[config.mk]
export PLATFORM = sky130hd
export DESIGN_NAME = video_timing
export DESIGN_NICKNAME = d
export VERILOG_FILES = /design/src/frame_pkg.sv /design/src/video_timing.sv
export SDC_FILE = /design/constraint.sdc
export NUM_CORES = 1
export LEC_CHECK = 0
export BUFFER_PORTS_ARGS = -buffer_cell sky130_fd_sc_hd__buf_2
export CAP_MARGIN = 10
export CORE_AREA = 2 2 39 41
export DETAILED_ROUTE_END_ITERATION = 8
export DIE_AREA = 0 0 41 43
export RECOVER_POWER = 100
export SLEW_MARGIN = 40
export SYNTH_ARGS = -nofsm -noshare
export SYNTH_HDL_FRONTEND = slang
export SYNTH_SLANG_ARGS = --single-unit
[constraint.sdc]
create_clock -name clk -period 2.1 [get_ports clk]
set_input_delay 0.42 -clock clk [delete_from_list [all_inputs] [get_ports clk]]
set_output_delay 0.42 -clock clk [all_outputs]
set_load 0.02 [all_outputs]
[src/frame_pkg.sv]
/*
 * Shared widths, types and timing constants for the cheat injection subsystem.
 * Every RTL file and the testbench take these by wildcard import, so the frame
 * geometry, bank latency and cheat cadence are changed here and nowhere else.
 */
package frame_pkg;

    // memory geometry
    localparam int AW        = 10;                  // kept small so the whole bank can be modelled
    localparam int MEM_DEPTH = 1 << AW;              // words in the single bank

    typedef logic [AW-1:0] addr_t;                  // word address
    typedef logic [15:0]   word_t;                  // data word
    typedef logic [1:0]    mask_t;                  // byte mask, a set bit keeps that byte

    // video frame geometry in clocks and lines
    localparam int H_TOTAL  = 32;                   // clocks per line
    localparam int V_TOTAL  = 24;                   // lines per frame
    localparam int V_ACTIVE = 16;                   // visible lines, blanking follows

    typedef logic [$clog2(H_TOTAL)-1:0] hcnt_t;     // pixel position inside a line
    typedef logic [$clog2(V_TOTAL)-1:0] vcnt_t;     // line number inside a frame

    // cheat cadence
    localparam int CHEAT_PERIOD = 4;                // frames between two cheat writes

    typedef logic [$clog2(CHEAT_PERIOD)-1:0] frame_cnt_t; // frame phase in the cheat period

    // bank timing
    localparam int BANK_LAT = 3;                    // request to rdy distance, at least 2

    typedef logic [$clog2(BANK_LAT)-1:0] lat_cnt_t; // remaining busy cycles in the bank

    typedef enum logic {
        IDLE,                                       // waiting for rd or wr
        BUSY                                        // access accepted, latency running
    } bank_state_t;

    typedef enum logic [1:0] {
        PASS,                                       // game owns the bank
        WAIT_IDLE,                                  // cheat due, game access may still be open
        INJECT                                      // cheat write owns the bank
    } inj_state_t;

endpackage

[src/video_timing.sv]
/*
 * Video timing generator for the frame cadence. Runs a pixel and a line counter
 * and produces the active-low vertical blank lvbl, registered so that it
 * changes exactly on the first clock of line V_ACTIVE and of line 0.
 */
module video_timing import frame_pkg::*; (
    input  logic clk,
    input  logic rst,
    output logic lvbl
);

    hcnt_t hcnt;                                    // pixel counter
    vcnt_t vcnt;                                    // line counter
    hcnt_t hcnt_nx;
    vcnt_t vcnt_nx;
    logic  line_end;                                // last clock of the current line
    logic  frame_end;                               // last line of the frame

    assign line_end  = hcnt == hcnt_t'(H_TOTAL - 1);
    assign frame_end = vcnt == vcnt_t'(V_TOTAL - 1);

    // next counter values, also used to register lvbl in step with vcnt
    always_comb begin
        hcnt_nx = line_end ? '0 : hcnt + 1'b1;     // pixels wrap every line
        vcnt_nx = vcnt;                             // lines only move at a line end
        if (line_end) begin
            vcnt_nx = frame_end ? '0 : vcnt + 1'b1;
        end
    end

    always_ff @(posedge clk) begin
        if (rst) begin
            hcnt <= '0;
            vcnt <= '0;
            lvbl <= 1'b1;                           // frame starts on a visible line
        end else begin
            hcnt <= hcnt_nx;
            vcnt <= vcnt_nx;
            // high on the visible lines, low through the blanking lines
            lvbl <= vcnt_nx < vcnt_t'(V_ACTIVE);
        end
    end

endmodule
==> flow_metrics.env <==
export IMPL_fillCellCount=141
export IMPL_cts_sinks=11
export IMPL_dpl_hpwl_um=431
export IMPL_synth_area_leaders="dfxtp_1 (48%), ha_1 (8.2%), buf_6 (4.9%), xor2_1 (3.8%), nand3_1 (3.3%)"
export IMPL_setup_viol=0
export IMPL_yosysUniqueCellTypes=20
export IMPL_combPwrFrac_pct=3.2
export IMPL_htree_levels=1
export IMPL_startpoint_type="flip-flop"
export IMPL_grt_remaining_overflow=0
export IMPL_crit_top_cell="ha_1"
export IMPL_finalHoldViolCount=0
export IMPL_cp_num_buf_inv=0
export IMPL_timing_slew_headroom_pct=82.81
export IMPL_m1WireLength_um=269
export IMPL_ys_seq_area_share_pct=48.35
export IMPL_p_sw_share_pct=20.29
export IMPL_ioPinCount=3
export IMPL_clk_pin_slew_ns=0.07
export IMPL_die_y_um=43
export IMPL_cp_top_family="simple AND/OR/NAND/NOR gates"
export IMPL_cts_root_buf="clkbuf_4"
export IMPL_yosysMostFrequentCell="dfxtp_1"
export IMPL_synth_edf_count=0
export IMPL_vias_per_cell=4.585
export IMPL_path_class="flip-flop to flip-flop"
export IMPL_finalWirelength_um=581
export IMPL_first_global_vias=242
export IMPL_ctsLongestPathBuffers=2
export IMPL_synth_common_cells="dfxtp_1 (11), nand2_1 (4)"
export IMPL_diodes=0
export IMPL_grt_pass1_wl_um=924
export IMPL_dp_slack_ns=0.4917
export IMPL_holdBufCountCts=0
export IMPL_seqPwrFrac_pct=59.0
export IMPL_grt_max_degree=10
export IMPL_worstSkewPairLatency_ns=0.26
export IMPL_cp_required_ns=2.26
export IMPL_vdd_ir_drop_max_v=0.0003332
export IMPL_layout_nets=55
export IMPL_min_path_type="input pin to flip-flop"
export IMPL_drc_errors=0
export IMPL_clockPowerShare_pct=37.8
export IMPL_crit_fanout=8
export IMPL_top_layer_used="met4"
export IMPL_crit_path_cell_trace="ha_1, and3_1, ha_1, nand3_1, mux2i_1, or2_1"
export IMPL_first_iter_violations=4
export IMPL_p_leak_uw=0.0001977
export IMPL_yosys_most_used_dff="dfxtp_1"
export IMPL_status="completed"
export IMPL_max_freq_mhz=628.8
export IMPL_async_flop_share_pct=0
export IMPL_synth_seq_cells=11
export IMPL_fp_row_count=14
export IMPL_wl_per_cell_um=8.938
export IMPL_antenna_found_initial=0
export IMPL_setup_tns_ns=0
export IMPL_cts_setup_buffers=0
export IMPL_placed_area_um2=462.9
export IMPL_antenna_left=0
export IMPL_end_kind="flip-flop"
export IMPL_cts_tree="done"
export IMPL_clock_skew_ns=0.001158
export IMPL_synth_cells=45
export IMPL_die_w_um=41
export IMPL_core_um2=1384
export IMPL_place_gp_congestion=0.5954
export IMPL_num_vias=298
export IMPL_critPathMaxStageDelay_ns=0.36
export IMPL_setup_ws_ns=0.5097
export IMPL_internal_power_uw=292.7
export IMPL_fin_crit_sh_pct=75.73
export IMPL_postLayoutCoreUtil_pct=35.26
export IMPL_period_minus_slack_ns=1.590
export IMPL_synth_top_cell_area_share_pct=48.35
export IMPL_drt_pass1_iterations=4
export IMPL_cap_violations=0
export IMPL_met2_length_um=280
export IMPL_yosysWarnings=0
export IMPL_gr_usage_all_layers_pct=8.283
export IMPL_start_util_pct=32.91
export IMPL_worstPathArrival_ns=1.75
export IMPL_syn_area_um2=455.4
export IMPL_netlist_top_cell_by_area="dfxtp_1"
export IMPL_syn_area_per_cell_um2=10.12
export IMPL_p_per_area_nw_per_um2=752.6
export IMPL_p_sw_uw=74.53
export IMPL_dieArea_um2=1763
export IMPL_final_area_um2=488.0
export IMPL_tightest_slew_ns=0.2579
export IMPL_cts_resized_gates=0
export IMPL_area_growth_pct=7.143
export IMPL_portBuffers=2
export IMPL_slew_viol_final=0
export IMPL_cp_slowest_cell="dfxtp_1"
export IMPL_synth_fp_nets=50
export IMPL_rsz0062_at_grt="no"
export IMPL_cts_buffers=3
export IMPL_dr_wl_met3_um=20
export IMPL_drive_above_1_share_pct=10.20
## registers in the layout, summed over array words and instances (netlist names), named ones only
register,cells
hcnt,5
lvbl,1
vcnt,4
## power groups by stage
stage / combinational, uW / clock [uW] / sequential (uW)
after global placement: 12.1 / 0 / 221
after CTS: 12.1 / 144 / 217
after floorplan: 11.2 / 0 / 221
after global routing: 13.3 / 155 / 217
after detailed placement: 12.0 / 0 / 222
final: 11.8 / 139 / 217
## metal layers
layer | up-vias | track usage (%)
met5 | - | 0
met4 | 0 | 8.000
met3 | 2 | 3.141
met2 | 3 | 10.94
met1 | 132 | 9.508
li1 | 161 | -
## cell families after synthesis
logic type	Yosys count	share of synthesized area, %
AO/OA/AOI/OAI	4	6.868
multiplexers	1	2.198
AND/OR/NAND/NOR	20	22.80
buffers and inverters	3	5.768
adder cells (fa/ha/maj)	3	8.243
flip-flops	11	48.35
XOR/XNOR	3	5.770
## cell type report
cell class                      count  area, um2  area share, %
Clock buffer                        4      26.28          5.385
Inverter                            1      3.754         0.7692
Multi-Input combinational cell     31      209.0          42.82
Sequential cell                    11      220.2          45.13
Tap cell                           16      20.02          4.103
Timing Repair Buffer                2      8.758          1.795
## cells in the final DEF, fill, tap and decap left out, drive strengths merged
cell type  netlist  routed
dfxtp           11      11
clkbuf           0       5
nand2            4       4
nor3             3       3
nand3            3       3
nor2             3       3
ha               3       3
xor2             2       2
o21ai            2       2
and2             2       2
and3             1       1
xnor2            1       1
inv              1       1
nand4b           1       1
nand3b           1       1
nor2b            1       1
mux2i            1       1
or2              1       1
a41oi            1       1
o31ai            1       1
buf              2       1
## final timing paths
| kind | depth (start not counted) | slack (ns) | from | end |
|---|---|---|---|---|
| setup / recovery | 6 | 0.51 | hcnt[0]$_SDFF_PP0_ | lvbl$_SDFF_PP1_ |
| hold / removal | 2 | 0.42 | rst | hcnt[0]$_SDFF_PP0_ |
| setup reg to reg | 6 | 0.51 | hcnt[0]$_SDFF_PP0_ | lvbl$_SDFF_PP1_ |
| hold reg to reg | 1 | 0.46 | hcnt[0]$_SDFF_PP0_ | hcnt[0]$_SDFF_PP0_ |
## worst reg2reg max path: cells and delay by family (launching register included)
kind,cells,cell delay (ns)
simple gates,3,0.50
mux,1,0.15
fa+ha+maj,2,0.48
flops,1,0.36
## per-stage QoR
step                hold WS, ns  instances  total power [uW]
finish                   0.4248         65             367.2
global route             0.4341         65             385.0
CTS                      0.4291         65             372.8
detailed placement       0.4612         61             233.6
global placement         0.4589         61             233.5
floorplan                0.4230         45             232.0
No activity file was read; power rests on OpenSTA's default activity.
