===== src/frame_pkg.sv =====
/*
 * Shared widths, types and timing constants for the cheat injection subsystem.
 * Every RTL file and the testbench take these by wildcard import, so the frame
 * geometry, bank latency and cheat cadence are changed here and nowhere else.
 */
package frame_pkg;

    // memory geometry
    localparam int AW        = 10;                  // kept small so the whole bank can be modelled
    localparam int MEM_DEPTH = 1 << AW;              // words in the single bank

    typedef logic [AW-1:0] addr_t;                  // word address
    typedef logic [15:0]   word_t;                  // data word
    typedef logic [1:0]    mask_t;                  // byte mask, a set bit keeps that byte

    // video frame geometry in clocks and lines
    localparam int H_TOTAL  = 32;                   // clocks per line
    localparam int V_TOTAL  = 24;                   // lines per frame
    localparam int V_ACTIVE = 16;                   // visible lines, blanking follows

    typedef logic [$clog2(H_TOTAL)-1:0] hcnt_t;     // pixel position inside a line
    typedef logic [$clog2(V_TOTAL)-1:0] vcnt_t;     // line number inside a frame

    // cheat cadence
    localparam int CHEAT_PERIOD = 4;                // frames between two cheat writes

    typedef logic [$clog2(CHEAT_PERIOD)-1:0] frame_cnt_t; // frame phase in the cheat period

    // bank timing
    localparam int BANK_LAT = 3;                    // request to rdy distance, at least 2

    typedef logic [$clog2(BANK_LAT)-1:0] lat_cnt_t; // remaining busy cycles in the bank

    typedef enum logic {
        IDLE,                                       // waiting for rd or wr
        BUSY                                        // access accepted, latency running
    } bank_state_t;

    typedef enum logic [1:0] {
        PASS,                                       // game owns the bank
        WAIT_IDLE,                                  // cheat due, game access may still be open
        INJECT                                      // cheat write owns the bank
    } inj_state_t;

endpackage


===== src/sdram_bus_if.sv =====
/*
 * One request/ready memory bus. The host holds rd or wr with addr, din and
 * din_m until it sees the one-cycle rdy pulse; dout is valid with rdy on reads.
 * Used between the game ports and the injector, and between injector and bank.
 */
interface sdram_bus_if import frame_pkg::*; ();

    addr_t addr;                                    // word address of the access
    logic  rd;                                      // read request, held until rdy
    logic  wr;                                      // write request, held until rdy
    word_t din;                                     // write data
    mask_t din_m;                                   // write byte mask, set bit keeps byte
    word_t dout;                                    // read data, valid in the rdy cycle
    logic  rdy;                                     // one-cycle completion pulse

    // side that issues accesses
    modport host (
        output addr, rd, wr, din, din_m,
        input  dout, rdy
    );

    // side that serves accesses
    modport ctrl (
        input  addr, rd, wr, din, din_m,
        output dout, rdy
    );

endinterface


===== src/cheat_injector.sv =====
/*
 * Arbiter between the game and the bank. Game accesses pass straight through;
 * on every CHEAT_PERIOD-th falling edge of lvbl with enable high it waits for
 * the game bus to go idle and then issues one masked write of the cheat value.
 * The game sees no rdy while the cheat write owns the bank.
 */
module cheat_injector import frame_pkg::*; (
    input  logic      clk,
    input  logic      rst,
    input  logic      lvbl,
    input  logic      enable,
    input  addr_t     cheat_addr,
    input  word_t     cheat_val,
    input  mask_t     cheat_mask,
    sdram_bus_if.ctrl game,
    sdram_bus_if.host bank
);

    inj_state_t state;
    inj_state_t state_nx;
    frame_cnt_t frame_cnt;                          // frame phase inside the cheat period
    logic       lvbl_q;                             // lvbl one cycle back for edge detection
    logic       lvbl_fall;                          // start of vertical blank
    logic       game_req;                           // game shows rd or wr
    logic       lock;                               // cheat write owns the bank
    logic       cheat_due;                          // this blanking edge carries a cheat

    assign lvbl_fall = lvbl_q & ~lvbl;
    assign game_req  = game.rd | game.wr;
    assign lock      = state == INJECT;
    assign cheat_due = lvbl_fall && enable && frame_cnt == '0;

    // bank side mux, the game is substituted only during the cheat write
    always_comb begin
        if (lock) begin
            bank.addr  = cheat_addr;
            bank.rd    = 1'b0;                      // never read in a cheat slot
            bank.wr    = 1'b1;                      // held until the bank answers
            bank.din   = cheat_val;
            bank.din_m = cheat_mask;
        end else begin
            bank.addr  = game.addr;
            bank.rd    = game.rd;
            bank.wr    = game.wr;
            bank.din   = game.din;
            bank.din_m = game.din_m;
        end
    end

    assign game.dout = bank.dout;                   // read data is only meaningful with rdy
    assign game.rdy  = lock ? 1'b0 : bank.rdy;      // cheat completion is hidden from the game

    always_comb begin
        state_nx = state;
        case (state)
            PASS: begin
                if (cheat_due) begin
                    state_nx = WAIT_IDLE;           // wait for any open game access
                end
            end
            WAIT_IDLE: begin
                if (!game_req) begin
                    state_nx = INJECT;              // bus is free, take the bank
                end
            end
            INJECT: begin
                if (bank.rdy) begin
                    state_nx = PASS;                // held game request goes next cycle
                end
            end
            default: state_nx = PASS;
        endcase
    end

    always_ff @(posedge clk) begin
        if (rst) begin
            state     <= PASS;
            frame_cnt <= '0;
            lvbl_q    <= 1'b1;                      // matches lvbl after reset, no false edge
        end else begin
            state  <= state_nx;
            lvbl_q <= lvbl;
            if (lvbl_fall) begin
                // phase moves on every blanking edge, enabled or not
                frame_cnt <= (frame_cnt == frame_cnt_t'(CHEAT_PERIOD - 1)) ?
                             '0 : frame_cnt + 1'b1;
            end
        end
    end

endmodule


===== src/flat_wrapper.sv =====
// flat-port wrapper written by rule: the top's interface ports become plain ports
module cheat_injector_flat import frame_pkg::*;
  (clk, rst, lvbl, enable, cheat_addr, cheat_val, cheat_mask, game_addr, game_rd, game_wr, game_din, game_din_m, game_dout, game_rdy, bank_addr, bank_rd, bank_wr, bank_din, bank_din_m, bank_dout, bank_rdy);
  sdram_bus_if game_i ();
  sdram_bus_if bank_i ();
  input  logic clk;
  input  logic rst;
  input  logic lvbl;
  input  logic enable;
  input  addr_t cheat_addr;
  input  word_t cheat_val;
  input  mask_t cheat_mask;
  input wire logic [$bits(game_i.addr)-1:0] game_addr;
  input wire logic [$bits(game_i.rd)-1:0] game_rd;
  input wire logic [$bits(game_i.wr)-1:0] game_wr;
  input wire logic [$bits(game_i.din)-1:0] game_din;
  input wire logic [$bits(game_i.din_m)-1:0] game_din_m;
  output wire logic [$bits(game_i.dout)-1:0] game_dout;
  output wire logic [$bits(game_i.rdy)-1:0] game_rdy;
  output wire logic [$bits(bank_i.addr)-1:0] bank_addr;
  output wire logic [$bits(bank_i.rd)-1:0] bank_rd;
  output wire logic [$bits(bank_i.wr)-1:0] bank_wr;
  output wire logic [$bits(bank_i.din)-1:0] bank_din;
  output wire logic [$bits(bank_i.din_m)-1:0] bank_din_m;
  input wire logic [$bits(bank_i.dout)-1:0] bank_dout;
  input wire logic [$bits(bank_i.rdy)-1:0] bank_rdy;
  assign game_i.addr = game_addr;
  assign game_i.rd = game_rd;
  assign game_i.wr = game_wr;
  assign game_i.din = game_din;
  assign game_i.din_m = game_din_m;
  assign game_dout = game_i.dout;
  assign game_rdy = game_i.rdy;
  assign bank_addr = bank_i.addr;
  assign bank_rd = bank_i.rd;
  assign bank_wr = bank_i.wr;
  assign bank_din = bank_i.din;
  assign bank_din_m = bank_i.din_m;
  assign bank_i.dout = bank_dout;
  assign bank_i.rdy = bank_rdy;
  cheat_injector u_core (.clk(clk), .rst(rst), .lvbl(lvbl), .enable(enable), .cheat_addr(cheat_addr), .cheat_val(cheat_val), .cheat_mask(cheat_mask), .game(game_i), .bank(bank_i));
endmodule

===== config.mk =====
export PLATFORM = sky130hd
export DESIGN_NAME = cheat_injector_flat
export DESIGN_NICKNAME = d
export VERILOG_FILES = /design/src/frame_pkg.sv /design/src/sdram_bus_if.sv /design/src/cheat_injector.sv /design/src/flat_wrapper.sv
export SDC_FILE = /design/constraint.sdc
export NUM_CORES = 1
export LEC_CHECK = 0
export ABC_AREA = 1
export BUFFER_PORTS_ARGS = -buffer_cell sky130_fd_sc_hd__buf_2
export CORE_ASPECT_RATIO = 1.4
export CORE_MARGIN = 4
export CORE_UTILIZATION = 27
export DETAILED_ROUTE_END_ITERATION = 7
export GPL_TIMING_DRIVEN = 0
export HOLD_SLACK_MARGIN = 0.06
export MAX_ROUTING_LAYER = met4
export PLACE_DENSITY = 0.85
export SLEW_MARGIN = 30
export SYNTH_ARGS = -nofsm -noshare
export SYNTH_HDL_FRONTEND = slang
export SYNTH_SLANG_ARGS = --single-unit

===== constraint.sdc =====
create_clock -name clk -period 1.3 [get_ports clk]
set_input_delay 0.065 -clock clk [delete_from_list [all_inputs] [get_ports clk]]
set_output_delay 0.065 -clock clk [all_outputs]
set_load 0.02 [all_outputs]

==> results.md <==
* Status: finished, final reports clean
* LEAKAGE at around 0.99 nW
* Top-count cell post-synth: nand2_1
* Worst Setup SP: u_core.state[0]
* Top_reg_cell synth: dfxtp_1
* Synthesis-to-finish area growth at 105%
* Remaining Overflow, GRT at 0
* Number of port buffers at 109
* Mapped Cells at ~150
* Worst EP arrival at 1190 ps
* Syn_area_per_cell at ~5.1 um^2
* Wirelength per Cell at 10.5 um
* Rows at 22
* Tightest Pin Transition at 155 ps
* Fraction of layout cells with a size suffix above 1 at 54.0%
* Setup Crit Path Kind: flop to output port
* GP Congestion at between 0.7 and 0.8
* Unrepaired setup endpoints after global routing: yes
* Final #Nets at 345
* Die Area at 3680 um^2
* Total routed wirelength at 3.15 mm
* Final setup violation count at 0
* Clock-pin slew on the worst setup and hold paths at ~40 ps
* Data required, critical path at about 1200 ps
* Drt via density at 4.19
* Syn. warnings at 0
* VDD IR-drop max at 0.000562 V
* CP endpoint kind: output port
* Most frequent cells after synthesis: nand2_1, buf_4, inv_1
* Power Density at 535 nW/um^2
* HP Class: input pin to flop
* Placed cell area at about 1300 um^2
* Number of flops mapped to enable cells by yosys at 0
* Total number of vias at 1252
* Cell area after layout at around 1500 um^2
* Seq/Total Area, Yosys at 13.4%
* Routed Antenna Nets at 0
* Total global-route track usage at 15.2%
* FF+latch count, synth at 5
* Largest net degree at the start of global routing at 11
* M1 WL at 993 um
* Num Clock Sinks at 5
* Max cap viols at 0
* Core area at 2640 um^2
* Max layer used: met4
* Final HPWL DP at ~2.5 mm
* Reg2reg start: u_core.frame_cnt[0]
* Min-delay src: bank_rdy
* Largest cells by area after synthesis: nand2_1, buf_4, dfxtp_1, inv_1, ha_1
* TritonCTS Buffers at 3
* Die width at 52.5 um
* CP Max Fanout at 10
* Tot Pwr at 0.820 mW
* Initial Util at 28.3%
* Chip height at around 70 um
* Critical Path Start Type: flop
* Synth unique cells at 13
* First-pass GRT wire length at 4.40 mm
* Syn_nets at 228
* Final Hold Viols at 0
* # DRC at 0
* Maximum clock path buffer count at 2
* Max_slew headroom at 89.6%
* Max Freq at around 800 MHz
* N_diodes at 0
* TritonCTS clock tree: done
* Met2 WL post-DR at 1.74 mm
* Clock root buffer: clkbuf_4
* Netlist Area Pre-Place at ~750 um^2
* Initial antenna violation count at 0
* DRT iter0 DRCs at 8
* Pins Over Slew Limit at 0
* Largest area contributor in the synthesized netlist: nand2_1
* DRT Pass-1 Iters at 4
* Share of the synthesized area in the top cell type at about 47%
* H-tree Lvls at 1
* Tcrit/Tclk final at 96.8%
* R2R setup slack at 260 ps
* Clk_skew at a little over 4 ps
* Number of I/O pins at about 130
* Worst skew pair latency at 250 ps
* Post-route minimum period at ~1300 ps
* Vias in the first global route at 1095
* Post-synth ARST share at 0%
* Fillers at 266
* DR WL met3 at 374 um
## layout make-up
type                       instances  area [um^2]  share of cell area (%)
sequential                         5          103                    6.69
multi-input combinational        109          450                    29.4
inverter                          11         43.8                    2.86
timing repair buffer             112          673                    43.9
clock buffer                       4         26.3                    1.71
tap                               36         45.0                    2.94
buffer                            22          191                    12.5
## path summary, 6_finish.rpt
kind / endpoint / cells after the start
min: u_core.state[1] / 4
max: bank_din[7] / 7
min reg2reg: u_core.frame_cnt[1] / 2
max reg2reg: u_core.frame_cnt[1] / 4
## worst max-delay path: stages, from the launching register on
cell and delay, ps:
dfxtp_2 310, inv_2 70, nand2_4 60, buf_6 120, buf_8 130, nand2_1 60, nand2_1 60, buf_6 130
## layout by cell type, fill, tap and decap left out, types with 3 or more instances in the layout
cell type and n:
dlygate4sd3_1 3, clkbuf_4 3, dfxtp_1 3, buf_6 15, nand2_2 3, nand2_1 90, inv_1 9, buf_2 93
a21oi_1 4, buf_4 20, nor2_1 6
## what timing repair did
item | in CTS | in global routing
gates resized for setup | 9 | 34
buffers inserted | 1 | 0
hold buffers | 3 | 0
endpoints found under the setup margin | 13 | 31
pin swaps | 0 | 7
endpoints found under the hold margin | 4 | 0
## metal layers
| layer | up-vias | global-route usage [%] |
|---|---|---|
| li1 | 651 | - |
| met5 | - | - |
| met2 | 74 | 30.2 |
| met4 | 0 | 4.26 |
| met3 | 5 | 3.84 |
| met1 | 522 | 13.1 |
## through the flow
stage | std cells | setup slack (ps) | setup TNS, ps | hold slack (ps) | utilization [%]
5_1_grt | 299 | -22.4 | -131 | 107 | 58.0
3_3_place_gp | 292 | 215 | 0 | 270 | 50.6
6_report | 299 | 41.7 | 0 | 98.9 | 58.0
2_1_floorplan | 147 | 311 | 0 | 134 | -
4_1_cts | 300 | -17.0 | -48.6 | 100 | 54.4
3_5_place_dp | 292 | 193 | 0 | 272 | 50.6
## cell families after synthesis
family | share of synthesized area, %
buf+inv | 28.0
flops | 13.4
compound gates | 3.35
simple gates | 51.9
fa+ha+maj | 3.35
## report_power, final
group | switching [mW] | internal, mW | leakage (nW) | total [mW]
clock | 0.0661 | 0.116 | 0.0150 | 0.182
sequential | 0.00631 | 0.164 | 0.0421 | 0.170
combinational | 0.237 | 0.231 | 0.934 | 0.468
total | 0.309 | 0.511 | 0.991 | 0.820
## registers in the layout (all words and copies together), names as in the netlist
register          count
u_core.frame_cnt      2
u_core.lvbl_q         1
u_core.state          2
(Power assumes the default switching activity.)
